<file path="config.mk">
export PLATFORM = sky130hd
export DESIGN_NAME = obj_draw
export DESIGN_NICKNAME = d
export VERILOG_FILES = /design/src/obj_cfg_pkg.sv /design/src/obj_video_pkg.sv /design/src/obj_draw.sv
export SDC_FILE = /design/constraint.sdc
export NUM_CORES = 1
export LEC_CHECK = 0
export BUFFER_PORTS_ARGS = -buffer_cell sky130_fd_sc_hd__buf_2
export CELL_PAD_IN_SITES_DETAIL_PLACEMENT = 0
export CELL_PAD_IN_SITES_GLOBAL_PLACEMENT = 1
export CORE_AREA = 8 8 346 348
export CTS_CLUSTER_SIZE = 40
export DETAILED_ROUTE_END_ITERATION = 16
export DIE_AREA = 0 0 354 356
export PLACE_DENSITY_LB_ADDON = 0.1
export SYNTH_ARGS = -nofsm -noshare
export SYNTH_HDL_FRONTEND = slang
export SYNTH_SLANG_ARGS = --single-unit
export TNS_END_PERCENT = 20
</file>
<file path="constraint.sdc">
create_clock -name clk -period 2.95 [get_ports clk]
set_clock_uncertainty 0.05 [all_clocks]
set_input_delay 0.295 -clock clk [delete_from_list [all_inputs] [get_ports clk]]
set_output_delay 0.295 -clock clk [all_outputs]
set_load 0.03 [all_outputs]
</file>
<file path="src/obj_cfg_pkg.sv">
// ~~~~~~~~~~~~~~~~~~~~~~~~~~~~~~~~~~~~~~~~~~~~~~~~~~~~~~~~~~~~~~~~~~~~~~~~~~
// Object engine configuration
// Object table layout, sprite geometry and graphics ROM addressing
// ~~~~~~~~~~~~~~~~~~~~~~~~~~~~~~~~~~~~~~~~~~~~~~~~~~~~~~~~~~~~~~~~~~~~~~~~~~
`default_nettype none

package obj_cfg_pkg;

    // Table geometry
    localparam int obj_count = 24;
    localparam int obj_bytes = 4;
    localparam int ram_aw    = 7;
    // Sprites are square
    localparam int obj_size  = 16;

    typedef logic [ram_aw-1:0] obj_addr_t;
    typedef logic [7:0]        obj_byte_t;
    typedef logic [7:0]        code_t;
    // Bit 7 vflip, bit 6 hflip, bits 3..0 palette
    typedef logic [7:0]        attr_t;
    typedef logic [3:0]        pal_t;
    typedef logic [3:0]        vsub_t;
    // {code, row, half}
    typedef logic [12:0]       rom_addr_t;
    // Eight 4-bit pixels, leftmost in bits 31..28
    typedef logic [31:0]       rom_word_t;
    // {palette, pixel index}
    typedef logic [7:0]        prom_addr_t;

endpackage

`default_nettype wire

</file>
<file path="src/obj_video_pkg.sv">
// ~~~~~~~~~~~~~~~~~~~~~~~~~~~~~~~~~~~~~~~~~~~~~~~~~~~~~~~~~~~~~~~~~~~~~~~~~~
// Object engine video types
// Raster positions and pixel colour widths
// ~~~~~~~~~~~~~~~~~~~~~~~~~~~~~~~~~~~~~~~~~~~~~~~~~~~~~~~~~~~~~~~~~~~~~~~~~~
`default_nettype none

package obj_video_pkg;

    // Visible columns held in one line buffer
    localparam int buf_len = 256;

    typedef logic [7:0] vpos_t;
    typedef logic [8:0] hpos_t;
    typedef logic [7:0] xpos_t;
    typedef logic [3:0] pix_idx_t;
    // Zero is transparent / background
    typedef logic [3:0] colour_t;

endpackage

`default_nettype wire

</file>
<file path="src/obj_draw.sv">
// ~~~~~~~~~~~~~~~~~~~~~~~~~~~~~~~~~~~~~~~~~~~~~~~~~~~~~~~~~~~~~~~~~~~~~~~~~~
// Object draw unit
// Fetches one sprite row as two ROM halves, applies the flips, maps
// pixels through the colour PROM and writes them to the line buffer
// ~~~~~~~~~~~~~~~~~~~~~~~~~~~~~~~~~~~~~~~~~~~~~~~~~~~~~~~~~~~~~~~~~~~~~~~~~~
`timescale 1ns/1ns
`default_nettype none

module obj_draw (
    input  logic                    clk,
    input  logic                    rst,
    input  logic                    draw,
    output logic                    busy,
    input  obj_cfg_pkg::code_t      code,
    input  obj_video_pkg::xpos_t    xpos,
    input  obj_cfg_pkg::pal_t       pal,
    input  logic                    hflip,
    input  logic                    vflip,
    input  obj_cfg_pkg::vsub_t      vsub,
    // Colour PROM load
    input  logic                    prog_en,
    input  obj_cfg_pkg::prom_addr_t prog_addr,
    input  obj_video_pkg::colour_t  prog_data,
    // Graphics ROM
    output logic                    rom_cs,
    output obj_cfg_pkg::rom_addr_t  rom_addr,
    input  obj_cfg_pkg::rom_word_t  rom_data,
    input  logic                    rom_ok,
    // Line buffer write
    output logic                    buf_we,
    output obj_video_pkg::xpos_t    buf_addr,
    output obj_video_pkg::colour_t  buf_data
);

    localparam int half_w = obj_cfg_pkg::obj_size / 2;

    obj_video_pkg::colour_t  prom [256];
    obj_video_pkg::xpos_t    obj_xpos;
    obj_cfg_pkg::pal_t       obj_pal;
    logic                    obj_hflip;
    obj_cfg_pkg::vsub_t      row;
    logic                    second, need2, rom_ack;
    logic                    pend_vld, pend_half2;
    obj_cfg_pkg::rom_word_t  pend_word;
    obj_cfg_pkg::rom_word_t  sh_word;
    logic [3:0]              sh_cnt;
    logic [8:0]              sh_col;
    logic                    sh_half2, out_last;
    obj_video_pkg::pix_idx_t pix;

    // Swap the eight pixels of a word end for end
    function automatic obj_cfg_pkg::rom_word_t nib_rev(input obj_cfg_pkg::rom_word_t w);
        obj_cfg_pkg::rom_word_t r;
        for (int i = 0; i < 8; i++) begin
            r[i*4 +: 4] = w[(7-i)*4 +: 4];
        end
        return r;
    endfunction

    assign row     = vflip ? obj_cfg_pkg::vsub_t'(obj_cfg_pkg::obj_size - 1) - vsub : vsub;
    assign rom_ack = rom_cs && rom_ok;
    assign pix     = sh_word[31:28];

    always_ff @(posedge clk) begin
        if (prog_en) begin
            prom[prog_addr] <= prog_data;
        end
    end

    always_ff @(posedge clk, posedge rst) begin
        if (rst) begin
            busy     <= 1'b0;
            rom_cs   <= 1'b0;
            second   <= 1'b0;
            need2    <= 1'b0;
            pend_vld <= 1'b0;
            sh_cnt   <= '0;
            buf_we   <= 1'b0;
            out_last <= 1'b0;
        end else begin
            if (draw) begin
                busy   <= 1'b1;
                rom_cs <= 1'b1;
                second <= 1'b0;
                need2  <= 1'b0;
            end else if (rom_ack) begin
                // cs drops for a cycle between the two halves
                rom_cs <= 1'b0;
                need2  <= !second;
            end else if (need2) begin
                rom_cs <= 1'b1;
                second <= 1'b1;
                need2  <= 1'b0;
            end else if (out_last) begin
                busy <= 1'b0;
            end
            if (rom_ack) begin
                pend_vld <= 1'b1;
            end else if (sh_cnt == 0) begin
                pend_vld <= 1'b0;
            end
            if (sh_cnt != 0) begin
                sh_cnt <= sh_cnt - 1'b1;
            end else if (pend_vld) begin
                sh_cnt <= 4'(half_w);
            end
            // Transparent pixels and columns past 255 are dropped
            buf_we   <= sh_cnt != 0 && pix != 0 && !sh_col[8];
            out_last <= sh_cnt == 1 && sh_half2;
        end
    end

    always_ff @(posedge clk) begin
        if (draw) begin
            obj_xpos  <= xpos;
            obj_pal   <= pal;
            obj_hflip <= hflip;
            // Flipped sprites start with the right half
            rom_addr  <= {code, row, hflip};
        end else if (need2) begin
            rom_addr[0] <= ~rom_addr[0];
        end
        if (rom_ack) begin
            pend_word  <= rom_data;
            pend_half2 <= second;
        end
        if (sh_cnt != 0) begin
            sh_word <= sh_word << 4;
            sh_col  <= sh_col + 1'b1;
        end else if (pend_vld) begin
            sh_word  <= obj_hflip ? nib_rev(pend_word) : pend_word;
            sh_col   <= {1'b0, obj_xpos} + (pend_half2 ? 9'(half_w) : 9'd0);
            sh_half2 <= pend_half2;
        end
        buf_addr <= sh_col[7:0];
        buf_data <= prom[obj_cfg_pkg::prom_addr_t'({obj_pal, pix})];
    end

endmodule

`default_nettype wire

</file>
Word level (Yosys, flattened, before mapping)
Memories as Yosys holds them, arrays and structs flattened. A register that Yosys moved wholly into a read port is not among the register bits. Cells that the tools add are included.

Output and inout bits: 28. Register bits: 120. Memories kept: 1. Logic and storage cells: 73. Memory bits (writable): 1024. Input bits: 75.

Memory list: prom (words 256, bits a word 4, read ports 1, clocked after Yosys merged registers in 1, write ports 1, line obj_draw.sv:37) `obj_video_pkg::colour_t prom [256];`.

Bitwise gates (word level): 2. Equal/unequal tests: 3. Add/sub/neg operators: 4. Mux-type cells: 26. Reduce and logical (&&, ||, !) cells: 17.

Operators by type and width (number): 32-bit two-way mux (3); 9-bit two-way mux (2); 1-bit two-way mux (17); 4-bit two-way mux (4); 8-bit by 4-bit adder with 9-bit output (1); 9-bit by 1-bit adder with 9-bit output (second input constant) (1); 2-bit nonzero test (4); 4-bit nonzero test (2); 4-bit by 1-bit == test with 1-bit output (second input constant) (1); 1-bit logical AND (4); 4-bit logical NOT (1); 2-bit != test (second input constant) (2); 2-bit AND reduction (2); 4-bit by 1-bit subtractor with 4-bit output (second input constant) (1); 4-bit subtractor (first input constant) (1); 3-bit AND reduction (1); 3-bit nonzero test (1); 1-bit logical NOT (2); 1-bit NOT (2).

Depth between registers and ports, before layout
Gate-level depths: netlist (run 1).

Word-level depth: 4. Depth in mapped cells: 12. Mapped depth without buffers: 7.

Least setup slack after synthesis (run 1)
No wires, ideal clock.

Kind: register -> register. Start: reg sh_word[28]. End: reg buf_data[1], read port of prom. Setup time: 0.126 ns. Path slack: 0.437 ns. Buffers on the path: 4. Cell stages (with the launch flop): 11. Arrival: 2.338 ns. Path through: edfxtp_1 buf_2 buf_6 buf_6 buf_2 mux4_2 a211oi_1 nor3_1 a211o_1 o32ai_1 nand3_1.

RTL lines: from (decl) (line obj_draw.sv:45) `obj_cfg_pkg::rom_word_t sh_word;`; from (signal assigned) (line obj_draw.sv:128) `sh_word <= sh_word << 4;`; from (signal assigned) (line obj_draw.sv:131) `sh_word <= obj_hflip ? nib_rev(pend_word) : pend_word;`; to (decl) (line obj_draw.sv:32) `output obj_video_pkg::colour_t buf_data`.

==> results of run 1 <==
==> critical path, stage by stage (launching register included) <==
cell and delay (ps):
edfxtp_1 430, buf_12 190, nand2b_2 230, buf_4 250
o221ai_1 340, a21oi_1 110, nor3_1 540, nor3_1 100
buf_4 170, a22oi_1 300, or3_1 170
==> what timing repair did <==
item                       CTS  global route
setup endpoints to repair    1             4
gates cloned                 1             1
hold buffers                66             0
hold endpoints to repair   141             0
gates resized for setup      1            11
==> final timing paths <==
| path | cells past startpoint | slack (ps) | endpoint |
|---|---|---|---|
| max | 10 | -9 | buf_data[2]$_DFF_P_ |
| max reg2reg | 10 | -9 | buf_data[2]$_DFF_P_ |
| max in group asynchronous | 3 | 2450 | sh_cnt[2]$_DFFE_PP0P_ |
| min | 1 | 60 | prom[197][1]$_DFFE_PP_ |
| min reg2reg | 0 | 380 | buf_addr[6]$_DFF_P_ |
| min in group asynchronous | 3 | 90 | sh_cnt[0]$_DFFE_PP0P_ |
==> metal layers <==
layer  global-route usage (%)  part of all wire [%]  vias to the layer above
met2                    29.73                    47                      719
met1                    26.15                    44                    12580
met5                        0                     0                        -
li1                         -                     -                    10400
met4                    4.868                   2.1                        0
met3                    4.451                   6.7                      165
==> power groups by stage <==
stage / Sequential, uW / Combinational, uW / Clock [uW]
floorplan: 19300 / 6830 / 0
global placement: 19200 / 11000 / 0
detailed placement: 19200 / 11100 / 0
CTS: 18900 / 11200 / 16700
global route: 18900 / 11900 / 17300
finish: 18900 / 11100 / 16300
==> layout make-up <==
cell class | instances | area (um2) | area share, %
repair buffers | 324 | 2912 | 5.417
clock inverters | 72 | 787.0 | 1.464
flip-flops and latches | 1148 | 34260 | 63.74
well taps | 1512 | 1892 | 3.520
multi-input cells | 1111 | 10310 | 19.19
diodes | 3 | 7.507 | 0.01397
clock buffers | 161 | 3548 | 6.602
inverters | 8 | 31.28 | 0.05820
==> per-stage QoR <==
step / worst slack [ps] / total power, uW / hold WS, ps / setup TNS [ps]
2_1_floorplan: 436.9 / 26090 / 97.44 / 0
3_3_place_gp: 3.110 / 30220 / 262.2 / 0
3_5_place_dp: -18.33 / 30290 / 258.6 / -18.33
4_1_cts: 20.15 / 46800 / 17.57 / 0
5_1_grt: -41.33 / 48090 / 57.01 / -76.28
6_report: -8.977 / 46330 / 61.11 / -8.977
==> state kept, by name, summed over array words and instances (netlist names) <==
name	flops
rom_cs	1
need2	1
pend_vld	1
buf_addr	8
pend_word	32
prom	1024
second	1
sh_cnt	4
buf_we	1
sh_col	9
rom_addr	13
sh_half2	1
sh_word	32
busy	1
obj_pal	4
pend_half2	1
obj_xpos	8
buf_data	4
obj_hflip	1
out_last	1
==> synthesized netlist by cell type, drive strengths merged (33+ instances only) <==
library cell / instances
edfxtp: 1121
o221ai: 38
a21oi: 45
nor2: 302
nand2: 90
o22ai: 33
nand3: 45
clkbuf: 94
mux4: 222
mux2i: 151
buf: 62
==> logic make-up (layout without fill, tap and decap cells) <==
kind of cell	after synthesis	in the layout	share of synthesized area, %
DFF	1148	1148	75.65
buffers and inverters	164	565	1.644
other	0	3	0
AOI/OAI and AO/OA	206	206	3.161
and+or+nand+nor	510	510	4.691
adders and majority gates	3	3	0.08290
muxes	378	378	14.50
xor gates and xnor gates	14	14	0.2708
==> results by group, run 1 <==
Clock network
  – CTS tree: built
  – Clk Latency, worst-skew pair: 710 ps
  – Maximum buffer depth of the clock tree: 3
  – Post-CTS Repair Setup Buffers: 0
  – CTS HTree Levels: 4
  – Root cell of the clock tree: clkbuf_16
  – Clock input transition at the sequential cells of the worst setup and hold paths: 50 ps
  – Inserted Clock Buffers: 130
  – Number of clock sinks: 1148

GRT
  – First-pass GRT wire length: 174.5 mm
  – Via count of the first global-routing pass: 25.04k
  – Pin count of the biggest net entering global routing: 111
  – Initial antenna violation count: 9
  – Overall routing resource usage: 18.76%
  – Grt ovf: 0

Worst hold path
  – Worst min-delay path class: in -> reg
  – Startpoint of the tightest hold check path: prog_data[1]

Cells and area
  – Most used cells in the layout excluding fill and tap cells: 1121 x edfxtp_1, 300 x nor2_1, 222 x mux4_2
  – Post-layout instance area: 53750 um2
  – Post-layout net count: 2801
  – Number of fillers in the final layout: 9638
  – Share of cells above drive strength 1: 24.54%
  – Post-route core utilization: 47.20%
  – Finished Layout Cells: 4339
  – Most common library cell in the layout ignoring fill and taps: edfxtp_1
  – Post-synthesis to final-layout area growth: 18.69%

Placed design
  – Half-perimeter wire length of the detailed placement result: 76.51 mm
  – DP Cell Count: 4035
  – Area of placed instances: 48640 um2
  – Final Wtd Congestion: 0.8013
  – Number of buffers inserted by port buffering: 102

Synth
  – Number of flops mapped to enable cells by yosys: 1121
  – Asr flop ratio synth: 0.9582%
  – Average instance area after synthesis: 18.69 um2
  – Top cell type's share of synthesized area: 74.33%
  – Synthesized netlist cell count: 2423
  – Total number of yosys warnings: 0
  – Post-synthesis cell type with the largest combined area: edfxtp_1
  – Prevailing post-synth register cell: edfxtp_1
  – Number of unique standard cell types used by synthesis: 50
  – Fraction of the yosys area taken by sequential cells: 75.65%
  – Cells taking the most area after synthesis: edfxtp_1 74%, mux4_2 11%, mux2i_1 3.3%, nor2_1 2.5%, clkbuf_1 0.78%
  – Syn Nets: 2501
  – Netlist area before placement: 45290 um2
  – Total of flip-flops plus latches after synthesis: 1148

Detailed routing
  – Number of antenna-violating nets in the routed design: 0
  – Initial DRT Pass Iterations: 5
  – DRC errors left: 0
  – Initial drt markers: 2063
  – Wirelength per Cell: 27.62 um
  – Via count normalized by instance count: 5.499
  – Overall via count from detail_route: 23.86k
  – Wirelength, routed: 119.8 mm

STA
  – Final count of pins violating max slew: 0
  – Total of endpoints with negative setup slack in the final report: 1
  – Endpoints failing hold: 0
  – Crit path time final: 2959 ps
  – Unrepaired setup endpoints after global routing: yes
  – Worst path setup slack after routing: -8.977 ps
  – Final critical-path share of the clock period: 100.3%
  – Max Freq: 338.0 MHz
  – Tightest Pin Transition: 895.2 ps
  – Worst-case headroom to the max-slew limit: 39.81%

Critical path
  – Origin of the critical flop-to-flop path: sh_word[29]$_DFFE_PP_
  – Timing startpoint of the critical path: sh_word[29]$_DFFE_PP_
  – Worst setup EP type: register
  – Worst Path Arrival: 3570 ps
  – Critical Path Source Type: register
  – Critical-path maximum fanout: 16
  – Required arrival time at the worst endpoint: 3560 ps
  – Kind of critical path: reg -> reg

Power
  – Power per Cell Area: 862.0 nW/um2
  – Peak supply drop: 0.5294 mV
  – Internal power component: 33530 uW
  – Switching power summed over all nets: 12800 uW
  – Switching Fraction: 27.64%
  – Reg power frac: 40.7%
  – Combinational share of power: 24.0%
  – Leakage Power: 0.01726 uW
  – Part of the power in the clock network: 35.3%

Die
  – Core Box Area: 113900 um2
  – Top-level I/O count: 103
  – DIE AREA: 126000 um2
  – Width of the die: 354 um
  – Die height: 356 um
  – Initial standard-cell utilization of the core: 39.77%
  – Row count: 124

Run
  – Number of maximum-capacitance violations: 0

Run status
  – Outcome: finished, violations left
  – Violations in the final reports: negative setup slack
(Power assumes the default switching activity.)
==> run 2, diff against run 1 <==
- ABC_AREA: not set -> 1
- CORE_AREA: 8 8 346 348 -> 8 8 353 355
- DIE_AREA: 0 0 354 356 -> 0 0 361 363
==> run 2 against run 1 <==
  * The flow now finishes without violations
  * Worst hold slack got worse by 11 ps
  * First-iteration DRC count is 21% higher
  * Synthesized cell count up 68%
  * Combinational power is 23% higher
  * Synthesized area is 4.5% higher
  * Die area is 4.0% higher
  * Cell area up 1.9%
  * Sequential share of layout area decreased by 1.2 points
==> results by group, run 2 <==
Die
  – Top-level I/O count: 103
  – Die height: 363 um
  – Row count: 127
  – Initial standard-cell utilization of the core: 39.76%
  – Core Box Area: 119000 um2
  – Width of the die: 361 um
  – DIE AREA: 131000 um2

Placed design
  – Final Wtd Congestion: 0.8032
  – Worst setup timing slack at the placement stage: 77.64 ps
  – Number of buffers inserted by port buffering: 102
  – Half-perimeter wire length of the detailed placement result: 82.12 mm

GRT
  – Via count of the first global-routing pass: 31.44k
  – Grt ovf: 0
  – Routing usage on met2: 34.04%
  – Initial antenna violation count: 2
  – Top Usage Layer GRT: met2
  – Pin count of the biggest net entering global routing: 96
  – Global routing usage on met3: 3.071%
  – Fraction of met1 tracks used by global routing: 29.27%
  – Overall routing resource usage: 20.85%
  – First-pass GRT wire length: 206.4 mm

Critical path
  – Cells traversed along the worst timing path: buf_12, buf_4, buf_12, buf_12, buf_12, nand2_1, nand3_1, nand3_1, nand3_1, nand3_1, nand2_1, nand2_1, nand3_1, nand3_1, nand2_1
  – Kind of critical path: reg -> reg
  – Max stage delay cell, worst path: edfxtp_1
  – CP dominant cell by count: nand3_1
  – Required arrival time at the worst endpoint: 3510 ps
  – Slowest Stage Delay on Critical Path: 410 ps
  – Worst setup EP type: register
  – Count of buffering cells on the critical path with inverters included: 5
  – Critical-path maximum fanout: 39
  – Critical Path Source Type: register
  – Category of cells accounting for the largest share of critical-path delay: simple AND/OR/NAND/NOR gates
  – Worst Path Arrival: 3380 ps

Synth
  – Fraction of the yosys area taken by sequential cells: 72.39%
  – Top cell type's share of synthesized area: 71.13%
  – XOR/XNOR share of the synthesized area: 0.1666%
  – Post-synthesis cell type with the largest combined area: edfxtp_1
  – Syn Nets: 4156
  – Post-synthesis mux area share: 0.08460%
  – Total of flip-flops plus latches after synthesis: 1148
  – Cells taking the most area after synthesis: edfxtp_1 71%, nand3_1 11%, nand2_1 9.5%, nor2_1 2.4%, buf_2 1.3%
  – Number of unique standard cell types used by synthesis: 33
  – Netlist area before placement: 47330 um2
  – Number of flops mapped to enable cells by yosys: 1121
  – Asr flop ratio synth: 0.9582%
  – Main combinational cell family by area after synthesis: simple AND/OR/NAND/NOR gates
  – Total number of yosys warnings: 0
  – Synthesized-area fraction occupied by ao, oa, aoi and oai cells: 0.8354%
  – Average instance area after synthesis: 11.61 um2
  – Prevailing post-synth register cell: edfxtp_1
  – Most frequently used cell type in the post-synthesis netlist: nand2_1
  – Synth Area in Simple Gates: 22.57%
  – Commonest cells post-synth: 1200 x nand2_1, 1121 x edfxtp_1, 993 x nand3_1
  – Adder-cell area share of the yosys netlist: 0.07931%
  – Synthesized netlist cell count: 4078

Cells and area
  – Most common library cell in the layout ignoring fill and taps: nand2_1
  – Max reg flops: 1024
  – Register containing the most flip-flops in the final layout: prom
  – Post-synthesis to final-layout area growth: 15.71%
  – Largest registers ranked by flip-flop count: prom x1024, pend_word x32, sh_word x32
  – Share of cells above drive strength 1: 10.19%
  – Post-layout net count: 4335
  – Most used cells in the layout excluding fill and tap cells: 1199 x nand2_1, 1121 x edfxtp_1, 993 x nand3_1

STA
  – Worst-case headroom to the max-slew limit: 41.90%
  – Unrepaired setup endpoints after global routing: no
  – Max Freq: 353.9 MHz
  – Summed negative setup slack over all endpoints: 0 ps
  – Tightest Pin Transition: 871.5 ps
  – Final critical-path share of the clock period: 95.78%
  – Endpoints failing hold: 0
  – Total of endpoints with negative setup slack in the final report: 0
  – Crit path time final: 2826 ps
  – Final count of pins violating max slew: 0
  – Worst path setup slack after routing: 124.3 ps

Detailed routing
  – Wirelength, routed: 138.1 mm
  – Via count normalized by instance count: 5.241
  – Initial DRT Pass Iterations: 5
  – Initial drt markers: 2499
  – Wirelength per Cell: 23.37 um
  – Overall via count from detail_route: 30.97k
  – DRC errors left: 0
  – Number of antenna-violating nets in the routed design: 0

Clock network
  – Number of clock sinks: 1148
  – Clk Latency, worst-skew pair: 730 ps
  – Maximum buffer depth of the clock tree: 3
  – Inserted Clock Buffers: 133
  – CTS tree: built
  – CTS HTree Levels: 4
  – Root cell of the clock tree: clkbuf_16
  – Clock input transition at the sequential cells of the worst setup and hold paths: 60 ps

Power
  – Leakage Power: 0.01941 uW
  – Power per Cell Area: 883.0 nW/um2
  – Post-layout power: 48360 uW
  – Peak supply drop: 0.6649 mV

Run status
  – Outcome: finished clean

Run
  – Number of maximum-capacitance violations: 0

Worst hold path
  – Worst min-delay path class: in -> async
[run 2: path summary, 6_finish.rpt]
path                                        from               endpoint  slack, ps  cells past startpoint
hold / removal                               rst        need2$_DFF_PP0_         50                      3
max in group asynchronous                    rst       busy$_DFFE_PP0P_       2500                      3
setup reg to reg           sh_word[28]$_DFFE_PP_    buf_data[3]$_DFF_P_        120                     15
setup / recovery           sh_word[28]$_DFFE_PP_    buf_data[3]$_DFF_P_        120                     15
min in group clk                    prog_data[1]  prom[74][1]$_DFFE_PP_         50                      1
hold reg to reg              sh_col[5]$_DFFE_PP_    buf_addr[5]$_DFF_P_        380                      0
[run 2: per-stage QoR]
step	hold WS, ps	utilization (%)	instances	instance area, um2
after floorplan	97.44	-	4078	47330
after global placement	273.3	41.88	5602	49850
after detailed placement	267.9	41.88	5602	49850
after CTS	14.03	45.97	5905	54720
after global routing	37.54	46.01	5907	54760
final	49.97	46.01	5909	54760
[run 2: report_power, final]
part	internal [uW]	switching, uW	total [uW]
sequential	18500	277	18800
clock	9550	6470	16000
combinational	4120	9450	13600
[run 2: metal layers]
metal	vias up	routed length (um)
met5	-	0
met4	0	2855
met3	156	6579
met2	812	64940
met1	15310	63710
li1	14690	-
[run 2: area by class of cell]
type,instances,area (um2)
clock buffers,175,3643
diodes,2,5.005
fillers,10950,64260
well taps,1548,1937
clock inverters,62,566.8
repair buffers,314,2820
inverters,69,295.3
flip-flops and latches,1148,34260
multi-input cells,2591,11230
[run 2: kinds of logic (layout without fill, tap and decap cells)]
| kind of cell | Yosys count | count (layout) |
|---|---|---|
| AO/OA/AOI/OAI | 72 | 72 |
| flip-flops | 1148 | 1148 |
| XOR/XNOR | 9 | 9 |
| multiplexers | 4 | 4 |
| adder cells (fa/ha/maj) | 3 | 3 |
| buffers and inverters | 339 | 620 |
| other | 0 | 2 |
| AND/OR/NAND/NOR | 2503 | 2503 |
[run 2: worst reg2reg max path, delay by kind of cell (launching register included)]
family	cells	cell delay, ps
AND/OR/NAND/NOR	10	1360
buffers and inverters	5	890
flip-flops	1	410
[run 2: timing repair]
action | CTS | global route
gates resized for setup | 0 | 1
endpoints found under the hold margin | 158 | 0
hold buffers | 66 | 0
buffers inserted | 0 | 2
setup endpoints to repair | 0 | 4
==> run 3, diff against run 2 <==
- CELL_PAD_IN_SITES_DETAIL_PLACEMENT: 0 -> not set
- CELL_PAD_IN_SITES_GLOBAL_PLACEMENT: 1 -> not set
- PLACE_DENSITY_LB_ADDON: 0.1 -> not set
==> run 3 against run 2 <==
  * Combinational power shrank 7%
  * Largest cell class unchanged
  * Clock-buffer cell count down 41
  * Critical path depth fell by 3
  * Critical path type unchanged
  * Clock power is 13% lower
  * Worst hold slack improved by 29 ps
==> results by group, run 3 (synthesis gave the netlist of run 2 again) <==
Run
  – Number of maximum-capacitance violations: 0

Critical path
  – Worst setup EP type: register
  – Critical-path maximum fanout: 197
  – Kind of critical path: reg -> reg
  – Slack of the worst reg-to-reg path: 200 ps
  – Worst Path Arrival: 3350 ps
  – Required arrival time at the worst endpoint: 3550 ps
  – Critical Path Source Type: register

STA
  – Worst path setup slack after routing: 199.0 ps
  – Max Freq: 363.5 MHz
  – Final critical-path share of the clock period: 93.25%
  – Worst-case headroom to the max-slew limit: 35.49%
  – Final count of pins violating max slew: 0
  – Crit path time final: 2751 ps
  – Summed negative setup slack over all endpoints: 0 ps
  – Tightest Pin Transition: 967.6 ps
  – Total of endpoints with negative setup slack in the final report: 0
  – Unrepaired setup endpoints after global routing: no
  – Endpoints failing hold: 0

Clock network
  – CTS tree: built
  – Number of clock sinks: 1148
  – Inserted Clock Buffers: 114
  – Clk Latency, worst-skew pair: 720 ps
  – Root cell of the clock tree: clkbuf_16
  – Maximum buffer depth of the clock tree: 3
  – Post-CTS Repair Setup Buffers: 0
  – CTS HTree Levels: 3
  – Clock input transition at the sequential cells of the worst setup and hold paths: 60 ps

Detailed routing
  – Via count normalized by instance count: 5.291
  – Overall via count from detail_route: 30.88k
  – Wirelength per Cell: 20.99 um
  – DRC errors left: 0
  – Initial drt markers: 3001
  – Initial DRT Pass Iterations: 6
  – Wirelength, routed: 122.5 mm
  – Number of antenna-violating nets in the routed design: 0

Die
  – Top-level I/O count: 103
  – Width of the die: 361 um
  – Core Box Area: 119000 um2
  – Row count: 127
  – Initial standard-cell utilization of the core: 39.76%
  – DIE AREA: 131000 um2
  – Die height: 363 um

Cells and area
  – Post-synthesis to final-layout area growth: 13.36%
  – Post-layout instance area: 53650 um2
  – Largest registers ranked by flip-flop count: prom x1024, pend_word x32, sh_word x32
  – Share of cells above drive strength 1: 8.722%
  – Register containing the most flip-flops in the final layout: prom
  – Most common library cell in the layout ignoring fill and taps: nand2_1
  – Diode count: 0
  – Post-layout net count: 4270
  – Most used cells in the layout excluding fill and tap cells: 1199 x nand2_1, 1121 x edfxtp_1, 993 x nand3_1
  – Post-route core utilization: 45.07%
  – Number of fillers in the final layout: 10.72k
  – Max reg flops: 1024

Placed design
  – Final Wtd Congestion: 0.8173
  – Number of buffers inserted by port buffering: 102
  – Area of placed instances: 49410 um2
  – Half-perimeter wire length of the detailed placement result: 69.95 mm
  – Worst setup timing slack at the placement stage: 286.5 ps

GRT
  – Via count of the first global-routing pass: 30.87k
  – Grt ovf: 0
  – Initial antenna violation count: 0
  – First-pass GRT wire length: 187.0 mm
  – Overall routing resource usage: 18.24%
  – Pin count of the biggest net entering global routing: 198

Power
  – Peak supply drop: 0.6561 mV
  – Power per Cell Area: 846.8 nW/um2
  – Post-layout power: 45430 uW
  – Leakage Power: 0.01884 uW

Worst hold path
  – Worst min-delay path class: in -> reg

Run status
  – Outcome: finished clean
-- run 3: path summary, 6_finish.rpt --
check / start / endpoint / cells after the start
setup / recovery: sh_word[28]$_DFFE_PP_ / buf_data[2]$_DFF_P_ / 12
hold / removal: prog_data[0] / prom[168][0]$_DFFE_PP_ / 1
setup reg to reg: sh_word[28]$_DFFE_PP_ / buf_data[2]$_DFF_P_ / 12
hold reg to reg: sh_col[3]$_DFFE_PP_ / buf_addr[3]$_DFF_P_ / 0
max in group asynchronous: rst / second$_DFFE_PP0P_ / 3
min in group asynchronous: rst / pend_vld$_DFFE_PP0P_ / 3
-- run 3: cell type report --
type / instances / area (um2) / area share, %
Inverter: 69 / 285.3 / 0.5318
Timing Repair Buffer: 268 / 2357 / 4.394
Clock inverter: 78 / 625.6 / 1.166
Multi-Input combinational cell: 2591 / 11230 / 20.94
Tap cell: 1548 / 1937 / 3.610
Clock buffer: 134 / 2949 / 5.497
Sequential cell: 1148 / 34260 / 63.86
-- run 3: metrics by stage --
step                std cells  hold WS, ps
detailed placement       5558        270.8
global placement         5558        266.6
floorplan                4078        97.44
CTS                      5836        42.16
global route             5836        62.11
finish                   5836        78.79
-- run 3: worst max-delay path: stages, from the launching register on --
cell and delay [ps]:
edfxtp_1 350, buf_4 150, buf_12 590, nand2_1 100, nand3_1 140, nand3_1 100, nand3_1 150, nand3_1 170
nand2_1 140, nand2_1 50, nand3_1 190, nand3_1 200, nand2_1 110
-- run 3: repair_timing --
action / in CTS / in global routing
hold buffers: 66 / 0
endpoints found under the hold margin: 133 / 0
resized for setup: 0 / 0
-- run 3: routing by layer --
metal  global-route usage, %  routed length [um]  share of wire (%)
met5                       0                   0                  0
met4                   4.954                2794                2.3
met3                   3.812                9190                7.5
met2                   29.77               57580                 47
met1                   24.86               52960                 43
-- run 3: power by group --
group	internal [uW]	total (uW)	leakage (uW)	switching (uW)
clock	7830	14000	0.00175	6200
sequential	18500	18800	0.0105	284
combinational	3740	12600	0.00662	8880
total	30100	45400	0.0188	15400
